### src/rtl/uart_cfg_pkg.sv
// UART line configuration types used by the receiver frame logic and its users
`default_nettype none

package uart_cfg_pkg;

  // --------------------------------------------------
  // Line format fields
  // --------------------------------------------------

  // Number of data bits in one frame
  // The encoding plus 5 gives the bit count
  typedef enum logic [1:0] {
    DW_5BIT = 2'd0,
    DW_6BIT = 2'd1,
    DW_7BIT = 2'd2,
    DW_8BIT = 2'd3
  } data_width_e;

  // Parity rule applied to the data bits
  typedef enum logic [1:0] {
    PAR_NONE = 2'd0,
    PAR_EVEN = 2'd1,
    PAR_ODD  = 2'd2
  } parity_mode_e;

  // Number of stop bits closing the frame
  typedef enum logic {
    SB_1BIT = 1'b0,
    SB_2BIT = 1'b1
  } stop_bits_e;

  // Complete line format of 5 bits that stays static during a frame
  typedef struct packed {
    data_width_e  data_width;
    parity_mode_e parity;
    stop_bits_e   stop_bits;
  } line_cfg_t;

endpackage

`default_nettype wire

### src/rtl/uart_rx_pkg.sv
// UART receiver datapath types, FIFO geometry and the stored word layout
`default_nettype none

package uart_rx_pkg;

  // --------------------------------------------------
  // Datapath widths
  // --------------------------------------------------

  // Received data byte that is right-justified with unused high bits at zero
  typedef logic [7:0] rx_data_t;

  // Oversampling tick index inside one bit period
  typedef logic [3:0] os_count_t;

  // Index of the data bit being sampled
  typedef logic [2:0] bit_count_t;

  // --------------------------------------------------
  // Bit timing
  // --------------------------------------------------

  // Tick that lands in the middle of the start bit
  localparam os_count_t OS_MID = 4'd7;

  // Tick that closes one full bit period
  // From the middle of the start bit this keeps every sample mid-bit
  localparam os_count_t OS_LAST = 4'd15;

  // --------------------------------------------------
  // Receive FIFO
  // --------------------------------------------------

  // Number of stored words
  localparam int FIFO_DEPTH = 16;

  // Occupancy from 0 up to and including FIFO_DEPTH
  typedef logic [4:0] fifo_count_t;

  // Stream mode interrupt level where zero means interrupt at full
  typedef logic [4:0] threshold_t;

  // One received frame of 11 bits with its error flags
  typedef struct packed {
    rx_data_t data;
    logic     frame_err;
    logic     parity_err;
    logic     overrun;
  } rx_word_t;

endpackage

`default_nettype wire

### src/rtl/uart_rx_frame.sv
// UART receive frame engine with start detection, mid-bit sampling and error flags
`timescale 1ns/100ps
`default_nettype none

module uart_rx_frame (
  input  logic                   clk_i,
  input  logic                   rst_n_i,
  input  logic                   ov_tick_i,
  input  logic                   rx_i,
  input  uart_cfg_pkg::line_cfg_t cfg_i,
  input  logic                   irq_pending_i,
  input  logic                   fifo_full_i,
  output logic                   word_valid_o,
  output uart_rx_pkg::rx_word_t  word_o
);

  typedef enum logic [2:0] {
    ST_IDLE,
    ST_START,
    ST_DATA,
    ST_PARITY,
    ST_STOP
  } rx_state_e;

  // --------------------------------------------------
  // Control state
  // --------------------------------------------------

  rx_state_e               state_q;
  uart_rx_pkg::os_count_t  os_cnt_q;
  uart_rx_pkg::bit_count_t bit_cnt_q;
  // Set once the first of two stop bits has been sampled
  logic                    stop_cnt_q;
  logic                    valid_q;
  // A finished frame was dropped because the FIFO was full
  logic                    lost_q;
  // An unserviced interrupt was seen while this frame was on the line
  logic                    pend_seen_q;

  // Payload registers
  uart_rx_pkg::rx_data_t   shift_q;
  logic                    par_acc_q;
  logic                    frame_err_q;
  logic                    par_err_q;
  uart_rx_pkg::rx_word_t   word_q;

  logic                    mid_tick;
  logic                    bit_tick;
  uart_rx_pkg::bit_count_t last_bit_idx;
  logic                    last_data;
  logic                    last_stop;
  logic [1:0]              justify;

  // Sampling points inside the bit period
  assign mid_tick = ov_tick_i && (os_cnt_q == uart_rx_pkg::OS_MID);
  assign bit_tick = ov_tick_i && (os_cnt_q == uart_rx_pkg::OS_LAST);

  // Width code 0 to 3 maps onto last data bit index 4 to 7
  assign last_bit_idx = {1'b1, cfg_i.data_width};
  assign last_data    = (bit_cnt_q == last_bit_idx);
  assign last_stop    = (cfg_i.stop_bits == uart_cfg_pkg::SB_1BIT) || stop_cnt_q;

  // Bits enter at the MSB, so short words sit high and are shifted down
  assign justify = 2'd3 - cfg_i.data_width;

  // --------------------------------------------------
  // Frame FSM
  // --------------------------------------------------

  always_ff @(posedge clk_i) begin
    if (!rst_n_i) begin
      state_q     <= ST_IDLE;
      os_cnt_q    <= '0;
      bit_cnt_q   <= '0;
      stop_cnt_q  <= 1'b0;
      valid_q     <= 1'b0;
      lost_q      <= 1'b0;
      pend_seen_q <= 1'b0;
    end else begin
      valid_q <= 1'b0;

      // The pulse after the last stop bit tells whether the FIFO took the word
      // A stored word has already carried the loss, so the flag is cleared
      if (valid_q) begin
        lost_q <= fifo_full_i;
      end

      if ((state_q != ST_IDLE) && irq_pending_i) begin
        pend_seen_q <= 1'b1;
      end

      // Tick counter wraps from OS_LAST to zero on its own between bits
      if (ov_tick_i) begin
        os_cnt_q <= os_cnt_q + 1'b1;
      end

      case (state_q)
        ST_IDLE: begin
          os_cnt_q <= '0;
          if (!rx_i) begin
            state_q     <= ST_START;
            pend_seen_q <= 1'b0;
          end
        end

        ST_START: begin
          // A high line in the middle of the start bit was a glitch
          if (mid_tick) begin
            os_cnt_q   <= '0;
            bit_cnt_q  <= '0;
            stop_cnt_q <= 1'b0;
            state_q    <= rx_i ? ST_IDLE : ST_DATA;
          end
        end

        ST_DATA: begin
          if (bit_tick) begin
            bit_cnt_q <= bit_cnt_q + 1'b1;
            if (last_data) begin
              if (cfg_i.parity == uart_cfg_pkg::PAR_NONE) begin
                state_q <= ST_STOP;
              end else begin
                state_q <= ST_PARITY;
              end
            end
          end
        end

        ST_PARITY: begin
          if (bit_tick) begin
            state_q <= ST_STOP;
          end
        end

        ST_STOP: begin
          if (bit_tick) begin
            if (last_stop) begin
              state_q <= ST_IDLE;
              valid_q <= 1'b1;
            end else begin
              stop_cnt_q <= 1'b1;
            end
          end
        end

        default: begin
          state_q <= ST_IDLE;
        end
      endcase
    end
  end

  // --------------------------------------------------
  // Data and error flags
  // --------------------------------------------------

  always_ff @(posedge clk_i) begin
    // Flags start clean at the middle of a valid start bit
    if ((state_q == ST_START) && mid_tick) begin
      par_acc_q   <= 1'b0;
      frame_err_q <= 1'b0;
      par_err_q   <= 1'b0;
    end

    // LSB arrives first, so each new bit pushes in from the top
    if ((state_q == ST_DATA) && bit_tick) begin
      shift_q   <= {rx_i, shift_q[7:1]};
      par_acc_q <= par_acc_q ^ rx_i;
    end

    // Even parity expects an even count of ones including the parity bit
    if ((state_q == ST_PARITY) && bit_tick) begin
      par_err_q <= par_acc_q ^ rx_i ^ (cfg_i.parity == uart_cfg_pkg::PAR_ODD);
    end

    // Any low stop bit marks a framing error
    if ((state_q == ST_STOP) && bit_tick) begin
      frame_err_q <= frame_err_q | !rx_i;
      if (last_stop) begin
        word_q.data       <= shift_q >> justify;
        word_q.frame_err  <= frame_err_q | !rx_i;
        word_q.parity_err <= par_err_q;
        word_q.overrun    <= pend_seen_q | lost_q;
      end
    end
  end

  assign word_valid_o = valid_q;
  assign word_o       = word_q;

  // --------------------------------------------------
  // Assertions
  // --------------------------------------------------

  // A finished word leaves only in the cycle right after the stop state
  a_valid_after_stop : assert property (@(posedge clk_i) disable iff (!rst_n_i)
    word_valid_o |-> ($past(state_q) == ST_STOP))
    else $error("word_valid without a preceding stop state");

  // Each frame yields a single pulse
  a_valid_single : assert property (@(posedge clk_i) disable iff (!rst_n_i)
    word_valid_o |=> !word_valid_o)
    else $error("word_valid high in two consecutive cycles");

endmodule

`default_nettype wire

### src/rtl/rx_fifo.sv
// Synchronous first-word-fall-through FIFO holding received UART words
`timescale 1ns/100ps
`default_nettype none

module rx_fifo (
  input  logic                     clk_i,
  input  logic                     rst_n_i,
  input  logic                     wr_i,
  input  uart_rx_pkg::rx_word_t    wr_word_i,
  input  logic                     rd_i,
  output uart_rx_pkg::rx_word_t    rd_word_o,
  output logic                     empty_o,
  output logic                     full_o,
  output uart_rx_pkg::fifo_count_t count_o,
  output logic                     wr_ok_o
);

  // Pointers wrap naturally since the depth is a power of two
  typedef logic [$clog2(uart_rx_pkg::FIFO_DEPTH)-1:0] ptr_t;

  uart_rx_pkg::rx_word_t    mem_q [uart_rx_pkg::FIFO_DEPTH];
  ptr_t                     wr_ptr_q;
  ptr_t                     rd_ptr_q;
  uart_rx_pkg::fifo_count_t cnt_q;
  uart_rx_pkg::fifo_count_t cnt_d;
  logic                     empty_q;
  logic                     full_q;
  logic                     rd_ok;

  // Writes to a full FIFO and reads from an empty one are dropped
  assign wr_ok_o = wr_i && !full_q;
  assign rd_ok   = rd_i && !empty_q;

  // Storage array
  always_ff @(posedge clk_i) begin
    if (wr_ok_o) begin
      mem_q[wr_ptr_q] <= wr_word_i;
    end
  end

  // Occupancy after this cycle stays unchanged on a simultaneous read and write
  always_comb begin
    cnt_d = cnt_q;
    case ({wr_ok_o, rd_ok})
      2'b10:   cnt_d = cnt_q + 1'b1;
      2'b01:   cnt_d = cnt_q - 1'b1;
      default: cnt_d = cnt_q;
    endcase
  end

  // --------------------------------------------------
  // Pointers and status flags
  // --------------------------------------------------

  always_ff @(posedge clk_i) begin
    if (!rst_n_i) begin
      wr_ptr_q <= '0;
      rd_ptr_q <= '0;
      cnt_q    <= '0;
      empty_q  <= 1'b1;
      full_q   <= 1'b0;
    end else begin
      if (wr_ok_o) begin
        wr_ptr_q <= wr_ptr_q + 1'b1;
      end
      if (rd_ok) begin
        rd_ptr_q <= rd_ptr_q + 1'b1;
      end
      cnt_q   <= cnt_d;
      empty_q <= (cnt_d == '0);
      full_q  <= (cnt_d == uart_rx_pkg::fifo_count_t'(uart_rx_pkg::FIFO_DEPTH));
    end
  end

  // Head word is always on the read port
  assign rd_word_o = mem_q[rd_ptr_q];
  assign empty_o   = empty_q;
  assign full_o    = full_q;
  assign count_o   = cnt_q;

  // Occupancy stays within the array
  a_count_range : assert property (@(posedge clk_i) disable iff (!rst_n_i)
    cnt_q <= uart_rx_pkg::fifo_count_t'(uart_rx_pkg::FIFO_DEPTH))
    else $error("FIFO count above depth");

  // Equal pointers mean an empty FIFO unless the writes have wrapped it to full
  a_empty_count : assert property (@(posedge clk_i) disable iff (!rst_n_i)
    empty_q == ((wr_ptr_q == rd_ptr_q) && !full_q))
    else $error("FIFO empty flag disagrees with count");

endmodule

`default_nettype wire

### src/rtl/rx_ready_irq.sv
// Data-ready interrupt for the UART receiver in standard and stream modes
`timescale 1ns/100ps
`default_nettype none

module rx_ready_irq (
  input  logic                     clk_i,
  input  logic                     rst_n_i,
  input  logic                     stream_mode_i,
  input  uart_rx_pkg::threshold_t  threshold_i,
  input  logic                     word_stored_i,
  input  logic                     rd_i,
  input  logic                     empty_i,
  input  logic                     full_i,
  input  uart_rx_pkg::fifo_count_t count_i,
  output logic                     irq_o
);

  logic                     irq_q;
  logic                     rd_ok;
  logic                     thr_zero;
  logic                     thr_hit;
  uart_rx_pkg::fifo_count_t cnt_after;

  assign rd_ok    = rd_i && !empty_i;
  assign thr_zero = (threshold_i == '0);

  // The FIFO count lags the store by a clock, so look at the count it is heading to
  always_comb begin
    cnt_after = count_i;
    if (word_stored_i && !rd_ok) begin
      cnt_after = count_i + 1'b1;
    end else if (!word_stored_i && rd_ok) begin
      cnt_after = count_i - 1'b1;
    end
  end

  // A zero threshold means interrupt only once the FIFO fills up
  assign thr_hit = thr_zero ?
                   (cnt_after == uart_rx_pkg::fifo_count_t'(uart_rx_pkg::FIFO_DEPTH)) :
                   (cnt_after >= threshold_i);

  // --------------------------------------------------
  // Interrupt register
  // --------------------------------------------------

  always_ff @(posedge clk_i) begin
    if (!rst_n_i) begin
      irq_q <= 1'b0;
    end else if (stream_mode_i) begin
      // Stream mode holds the line until software drains the FIFO
      if (word_stored_i && thr_hit) begin
        irq_q <= 1'b1;
      end else if (thr_zero && full_i) begin
        irq_q <= 1'b1;
      end else if (empty_i) begin
        irq_q <= 1'b0;
      end
    end else begin
      // Standard mode flags every word and the read takes priority
      if (rd_i) begin
        irq_q <= 1'b0;
      end else if (word_stored_i) begin
        irq_q <= 1'b1;
      end
    end
  end

  assign irq_o = irq_q;

  // In standard mode a read acknowledges the pending word
  a_std_read_clears : assert property (@(posedge clk_i) disable iff (!rst_n_i)
    (!stream_mode_i && rd_i && irq_q && !word_stored_i) |=> !irq_q)
    else $error("Standard mode interrupt not cleared by read");

endmodule

`default_nettype wire

### src/rtl/uart_rx_top.sv
// UART receiver top level joining the frame engine, receive FIFO and interrupt
`timescale 1ns/100ps
`default_nettype none

module uart_rx_top (
  input  logic                    clk_i,
  input  logic                    rst_n_i,
  input  logic                    ov_tick_i,
  input  logic                    rx_i,
  input  uart_cfg_pkg::line_cfg_t cfg_i,
  input  logic                    stream_mode_i,
  input  uart_rx_pkg::threshold_t threshold_i,
  input  logic                    rd_i,
  output uart_rx_pkg::rx_word_t   word_o,
  output logic                    empty_o,
  output logic                    full_o,
  output logic                    irq_o
);

  // --------------------------------------------------
  // Internal connections
  // --------------------------------------------------

  logic                     word_valid;
  uart_rx_pkg::rx_word_t    frame_word;
  logic                     word_stored;
  logic                     fifo_empty;
  logic                     fifo_full;
  uart_rx_pkg::fifo_count_t fifo_count;
  logic                     irq;
  logic                     irq_pending;

  // Only a standard mode interrupt left unread counts toward overrun
  assign irq_pending = irq & !stream_mode_i;

  // Serial line to assembled words
  uart_rx_frame u_frame (
    .clk_i         (clk_i),
    .rst_n_i       (rst_n_i),
    .ov_tick_i     (ov_tick_i),
    .rx_i          (rx_i),
    .cfg_i         (cfg_i),
    .irq_pending_i (irq_pending),
    .fifo_full_i   (fifo_full),
    .word_valid_o  (word_valid),
    .word_o        (frame_word)
  );

  // Word buffer toward the host
  rx_fifo u_fifo (
    .clk_i     (clk_i),
    .rst_n_i   (rst_n_i),
    .wr_i      (word_valid),
    .wr_word_i (frame_word),
    .rd_i      (rd_i),
    .rd_word_o (word_o),
    .empty_o   (fifo_empty),
    .full_o    (fifo_full),
    .count_o   (fifo_count),
    .wr_ok_o   (word_stored)
  );

  // Interrupt follows accepted words, reads and FIFO level
  rx_ready_irq u_irq (
    .clk_i         (clk_i),
    .rst_n_i       (rst_n_i),
    .stream_mode_i (stream_mode_i),
    .threshold_i   (threshold_i),
    .word_stored_i (word_stored),
    .rd_i          (rd_i),
    .empty_i       (fifo_empty),
    .full_i        (fifo_full),
    .count_i       (fifo_count),
    .irq_o         (irq)
  );

  assign empty_o = fifo_empty;
  assign full_o  = fifo_full;
  assign irq_o   = irq;

endmodule

`default_nettype wire

### config.mk
export PLATFORM = sky130hd
export DESIGN_NAME = uart_rx_top
export DESIGN_NICKNAME = d
export VERILOG_FILES = /design/src/rtl/uart_cfg_pkg.sv /design/src/rtl/uart_rx_pkg.sv /design/src/rtl/uart_rx_frame.sv /design/src/rtl/rx_fifo.sv /design/src/rtl/rx_ready_irq.sv /design/src/rtl/uart_rx_top.sv
export SDC_FILE = /design/constraint.sdc
export NUM_CORES = 1
export LEC_CHECK = 0
export ABC_CLOCK_PERIOD_IN_PS = 4100
export BUFFER_PORTS_ARGS = -buffer_cell sky130_fd_sc_hd__buf_2
export CAP_MARGIN = 20
export CORE_MARGIN = 2
export CORE_UTILIZATION = 45
export CTS_BUF_LIST = sky130_fd_sc_hd__clkbuf_2
export CTS_CLUSTER_DIAMETER = 150
export CTS_CLUSTER_SIZE = 30
export DETAILED_ROUTE_END_ITERATION = 16
export GPL_TIMING_DRIVEN = 0
export PLACE_DENSITY = 0.71
export SKIP_LAST_GASP = 1
export SLEW_MARGIN = 5
export SYNTH_ARGS = -nofsm -noshare
export SYNTH_HDL_FRONTEND = slang
export SYNTH_SLANG_ARGS = --single-unit
### constraint.sdc
create_clock -name clk_i -period 4.1 [get_ports clk_i]
set_clock_uncertainty 0.2 [all_clocks]
set_input_delay 0.82 -clock clk_i [delete_from_list [all_inputs] [get_ports clk_i]]
set_output_delay 0.82 -clock clk_i [all_outputs]
set_load 0.05 [all_outputs]
==> flow_summary.ini, run 1 <==
[status]
outcome = finished, final reports clean

[timing]
period_minus_slack_ns = 3.949
tightest_slew_ns = 1.061
setup_viol = 0
max_freq_ghz = 0.2532
drv_slew = 0
rsz0062_at_grt = true
whs_ns = 0.08743
hold_viol_final = 0
worst_slack_ns = 0.1509
tns_ns = 0
finalCritPeriodShare_pct = 96.32
slew_headroom_pct = 29.03

[cts]
cts_buffers = 11
path_clk_slew_ns = 0.51
cts_tree = done
clk-insertion-delay-late_ns = 0.79
cts.sinks = 232
htreeDepth = 1
root_buffer = clkbuf_2
clk_path_buf_depth = 3

[synth]
ys_seq_elements = 232
synthArstFlopShare_pct = 0
ys_types = 54
yosys_warnings = 0
synth-seq-area-share_pct = 68.05
syn_area_per_cell_um2 = 17.54
synth_edf_count = 198
syn_inst = 555
synth_area_um2 = 9737
synth_nets = 588
ys.flop_type = edfxtp_1

[routing]
drtIter0Drc = 436
drt-total-wl_mm = 19.08
drt-wirelength-per-cell_um = 21.56
ant_nets = 0
post-route-drc-count = 0
via_count = 5132
via_per_inst = 5.799
dr.pass1.iters = 5

[setup_path]
cp-start-kind = register
path_class = register to primary output
cp-end-kind = primary output
critPathMaxFanout = 10
cp_data_required_time_ns = 3.08
arrival_ns = 2.93

[grt]
grt_pass1_vias = 5185
overflow = 0
grt_usage_pct = 17.23
antenna_found_initial = 0
grt_pass1_wl_mm = 29.46
grt_max_degree = 32

[power_and_ir_drop]
switchingPower_uw = 714.8
powerDensity_nw_per_um2 = 323.5
power.switching_fraction_pct = 21.08
p_leak_uw = 0.003353
p_clk_share_pct = 21.3
p_seq_share_pct = 75.2
peakVddDrop_v = 0.0002051
p_comb_share_pct = 3.6
internal_power_uw = 2677

[cells_and_area]
fin_nets = 642
finalNonFillerCells = 885
n_fill_cell = 1726
insertedDiodeCount = 0
seq_area_um2 = 6629
final_cell_mix = edfxtp_1 (198), nor2_1 (44), mux4_1 (40)
drive_above_1_share_pct = 16.39
mostFrequentLayoutCell = edfxtp_1
multi_input_area_um2 = 2904
utilization_pct = 49.56
area_growth_pct = 7.672

[hold_path]
hp-class = input pin to register

[die]
die_x_um = 151.1
ios = 30
coreArea_um2 = 21150
initial_utilization_pct = 46.03
die_area_um2 = 22830
num_rows = 53
die_y_um = 151.1

[run]
cap_violations = 0

[place]
dpl.hpwl_mm = 13.18
routabilityCongestion = 0.8444
place_ws_ns = 0.1081
port_buffers = 27
place_inst = 867
sequential cells by signal (all words and copies together), names as in the netlist, named ones only:
name and cells:
u_fifo.count_o 5, u_fifo.empty_o 1, u_fifo.full_o 1, u_fifo.mem_q 176, u_fifo.rd_ptr_q 4, u_fifo.wr_ptr_q 4, u_frame.bit_cnt_q 3, u_frame.frame_err_q 1
u_frame.lost_q 1, u_frame.os_cnt_q 4, u_frame.par_acc_q 1, u_frame.par_err_q 1, u_frame.pend_seen_q 1, u_frame.shift_q 8, u_frame.state_q 3, u_frame.stop_cnt_q 1
u_frame.word_o 11, u_frame.word_valid_o 1, u_irq.irq_o 1
worst max-delay path, cell delays in order (launching register included):
cell and delay [ns]:
dfxtp_2 0.43, buf_6 0.17, buf_8 0.18, mux4_1 0.65
mux4_2 0.50, buf_2 0.23
worst paths after layout:
path	startpoint	endpoint	slack, ns	cells past startpoint
setup / recovery	register	word_o[0]	0.15	5
hold reg to reg	u_frame.par_err_q$_SDFFCE_PN0P_	u_frame.word_o[1]$_DFFE_PP_	0.28	0
hold / removal	rst_n_i	u_frame.state_q[0]$_SDFFE_PN0P_	0.09	3
setup reg to reg	u_frame.word_valid_o$_SDFF_PN0_	u_irq.irq_o$_SDFFE_PN0P_	0.56	13
Yosys cell counts (all sizes together), types with 2 or more instances:
master  number  share of area, %
o311ai       2              0.18
and3         4              0.26
nand4b       4              0.36
a31oi        3              0.19
mux4        56                15
o21ai       10              0.51
mux2i       13               1.3
nor3b        3              0.28
a21o         4              0.31
or4b         3              0.31
inv         16              0.62
nor2        44               1.7
nor3         6              0.31
xor2         8              0.72
ha          17               2.2
and4         2              0.18
clkbuf      13              0.50
or4          2              0.15
a21oi       12              0.62
xnor2        9              0.81
nand2b       7              0.45
dfxtp       34               7.0
buf         16               1.2
edfxtp     198                61
a22oi        2              0.15
mux2         3              0.35
and2         4              0.26
nand4        5              0.32
a211oi       4              0.31
nand3        4              0.21
nand2       25              0.96
a221oi       2              0.18
nor2b        7              0.45
power groups by stage:
stage	logic, uW	clock network (uW)	registers (uW)
finish	121	721	2550
global route	133	823	2550
floorplan	85.8	0	2590
detailed placement	118	0	2590
CTS	119	738	2550
global placement	108	0	2590
stage by stage:
step / power [uW] / cell area [um2]
after floorplan: 2676 / 9737
after global placement: 2699 / 10220
after detailed placement: 2711 / 10350
after CTS: 3407 / 10440
after global routing: 3509 / 10480
final: 3391 / 10480
cell type report:
cell class / instances / share of cell area, %
Inverter: 16 / 0.5729
Multi-Input combinational cell: 278 / 27.70
Clock inverter: 1 / 0.08354
Sequential cell: 232 / 63.23
Buffer: 28 / 1.671
Timing Repair Buffer: 42 / 2.840
Tap cell: 275 / 3.282
Clock buffer: 13 / 0.6206
kinds of logic after synthesis:
kind of cell               after synthesis  share of synthesized area [%]
and+or+nand+nor                        125                          6.554
DFF                                    232                          68.05
buffers and inverters                   45                          2.287
adders and majority gates               17                          2.184
muxes                                   72                          16.22
xor gates and xnor gates                17                          1.529
AOI/OAI and AO/OA                       47                          3.174
per-layer routing:
layer | vias up | share of wire [%] | track usage, %
li1 | 2316 | - | -
met1 | 2627 | 43 | 23.74
met2 | 168 | 50 | 30.18
met3 | 21 | 5.3 | 2.169
met4 | 0 | 1.4 | 2.710
met5 | - | 0 | 0
repair_timing:
item,CTS,global route
resized for setup,5,7
setup endpoints to repair,11,11
endpoints found under the hold margin,1,1
cloned,0,0
buffers inserted,0,0
hold buffers,1,1
Power figures use the tool's default switching activity.
==> run 2: changes to the inputs <==
- CORE_UTILIZATION: 45 -> 55
- PLACE_DENSITY: 0.71 -> default
- PLACE_DENSITY_LB_ADDON: default -> 0.08
==> flow_summary.ini, run 2 (same netlist as run 1, synthesis figures left out) <==
[grt]
grt_usage_pct = 20.54
overflow = 0
antenna_found_initial = 1
grt_pass1_vias = 4975
grt_pass1_wl_mm = 28.36
grt_max_degree = 32

[setup_path]
cp_cell_sequence = buf_6, buf_6, mux4_1, mux4_2, buf_2
critPathMaxFanout = 10
path_depth = 5
path_delay_family = multiplexers
arrival_ns = 2.86
worstSetupEndpoint = word_o[0]
worstReg2RegEnd = u_irq.irq_o$_SDFFE_PN0P_
path_class = register to primary output
critPathMaxStageDelay_ns = 0.64
cp-end-kind = primary output
slowest_stage = mux4_1
cp_data_required_time_ns = 3.08
crit_top_cell = buf_6
cp-start-kind = register
reg2reg_depth = 12
r2r_slack_ns = 0.72
r2r_start = u_frame.word_valid_o$_SDFF_PN0_
worstPathBufferInverterCount = 3

[cts]
root_buffer = clkbuf_2
cts.sinks = 232
cts_hold_buf = 0
path_clk_slew_ns = 0.50
htreeDepth = 1
cts_buffers = 11
clk-insertion-delay-late_ns = 0.77
cts_tree = done
post_cts_buffers = 0
clk_path_buf_depth = 3
cts_resized = 4

[timing]
finalCritPeriodShare_pct = 94.70
period_minus_slack_ns = 3.883
setup_viol = 0
rsz0062_at_grt = false
whs_ns = 0.05482
drv_slew = 0
tightest_slew_ns = 1.022
max_freq_ghz = 0.2575
hold_viol_final = 0
slew_headroom_pct = 31.61
worst_slack_ns = 0.2171

[cells_and_area]
area_growth_pct = 6.798
drive_above_1_share_pct = 16.20
mostFrequentLayoutCell = edfxtp_1
largest_register = u_fifo.mem_q
stdcell_area_um2 = 10400
final_cell_mix = edfxtp_1 (198), nor2_1 (44), mux4_1 (41)
fin_nets = 640
utilization_pct = 60.12
n_fill_cell = 1291
largest_reg_flops = 176

[place]
place_area_um2 = 10290
dpl.hpwl_mm = 13.12
port_buffers = 27
place_ws_ns = 0.1260
routabilityCongestion = 0.8215

[routing]
drt-wirelength-per-cell_um = 22.41
wl_met3_um = 846
highest_layer = met4
ant_nets = 0
dr_wl_met2_mm = 9.618
via_count = 5048
via_per_inst = 6.031
dr.pass1.iters = 5
m1WireLength_mm = 7.950
post-route-drc-count = 0
drt-total-wl_mm = 18.76
drtIter0Drc = 389

[power_and_ir_drop]
p_leak_uw = 0.003349
powerDensity_nw_per_um2 = 327.0
total_power_uw = 3401
peakVddDrop_v = 0.0002019

[die]
num_rows = 48
ios = 30
coreArea_um2 = 17300
die_x_um = 137.1
initial_utilization_pct = 56.29
die_area_um2 = 18780
die_y_um = 137.1

[status]
outcome = finished, final reports clean

[hold_path]
hp-class = input pin to register

[run]
cap_violations = 0
==> run 2: report_power, final <==
part,switching [uW],leakage (uW),internal [uW]
registers,9.24,0.00198,2540
clock network,628,0.0000710,106
logic,71.2,0.00130,47.0
==> run 2: layout make-up <==
cell class	count	area (um2)	area share (%)
sequential	232	6626	63.72
multi-input combinational	278	2908	27.96
tap	225	281.5	2.707
timing repair buffer	40	262.8	2.527
buffer	28	168.9	1.624
clock buffer	16	80.08	0.7701
inverter	16	60.06	0.5775
clock inverter	1	8.758	0.08423
antenna	1	2.502	0.02406
==> run 2: stage by stage <==
step | std cells | setup TNS, ns
finish | 837 | 0
global route | 837 | 0
CTS | 836 | -0.02466
detailed placement | 819 | 0
global placement | 807 | 0
floorplan | 555 | 0
==> run 2: worst min path at each step <==
stage,start,to,slack (ns),depth (start not counted)
after floorplan,u_frame.par_err_q$_SDFFCE_PN0P_,u_frame.word_o[1]$_DFFE_PP_,0.20,0
after global placement,u_frame.par_err_q$_SDFFCE_PN0P_,u_frame.word_o[1]$_DFFE_PP_,0.21,0
after detailed placement,u_frame.par_err_q$_SDFFCE_PN0P_,u_frame.word_o[1]$_DFFE_PP_,0.22,0
after CTS,cfg_i[0],u_frame.stop_cnt_q$_SDFFE_PN0P_,0.02,3
after global routing,rx_i,u_frame.shift_q[7]$_DFFE_PP_,0.02,1
final,cfg_i[0],u_frame.stop_cnt_q$_SDFFE_PN0P_,0.05,3
==> run 2: per-layer routing <==
| layer | up-vias | global-route usage (%) |
|---|---|---|
| met5 | - | 0 |
| met4 | 0 | 4.238 |
| met3 | 20 | 3.074 |
| met2 | 130 | 36.35 |
| met1 | 2585 | 27.23 |
| li1 | 2313 | - |
==> run 2: worst min-delay path: stages <==
cell and delay (ns):
buf_2 0.09, a22oi_1 0.06, nor2_1 0.08
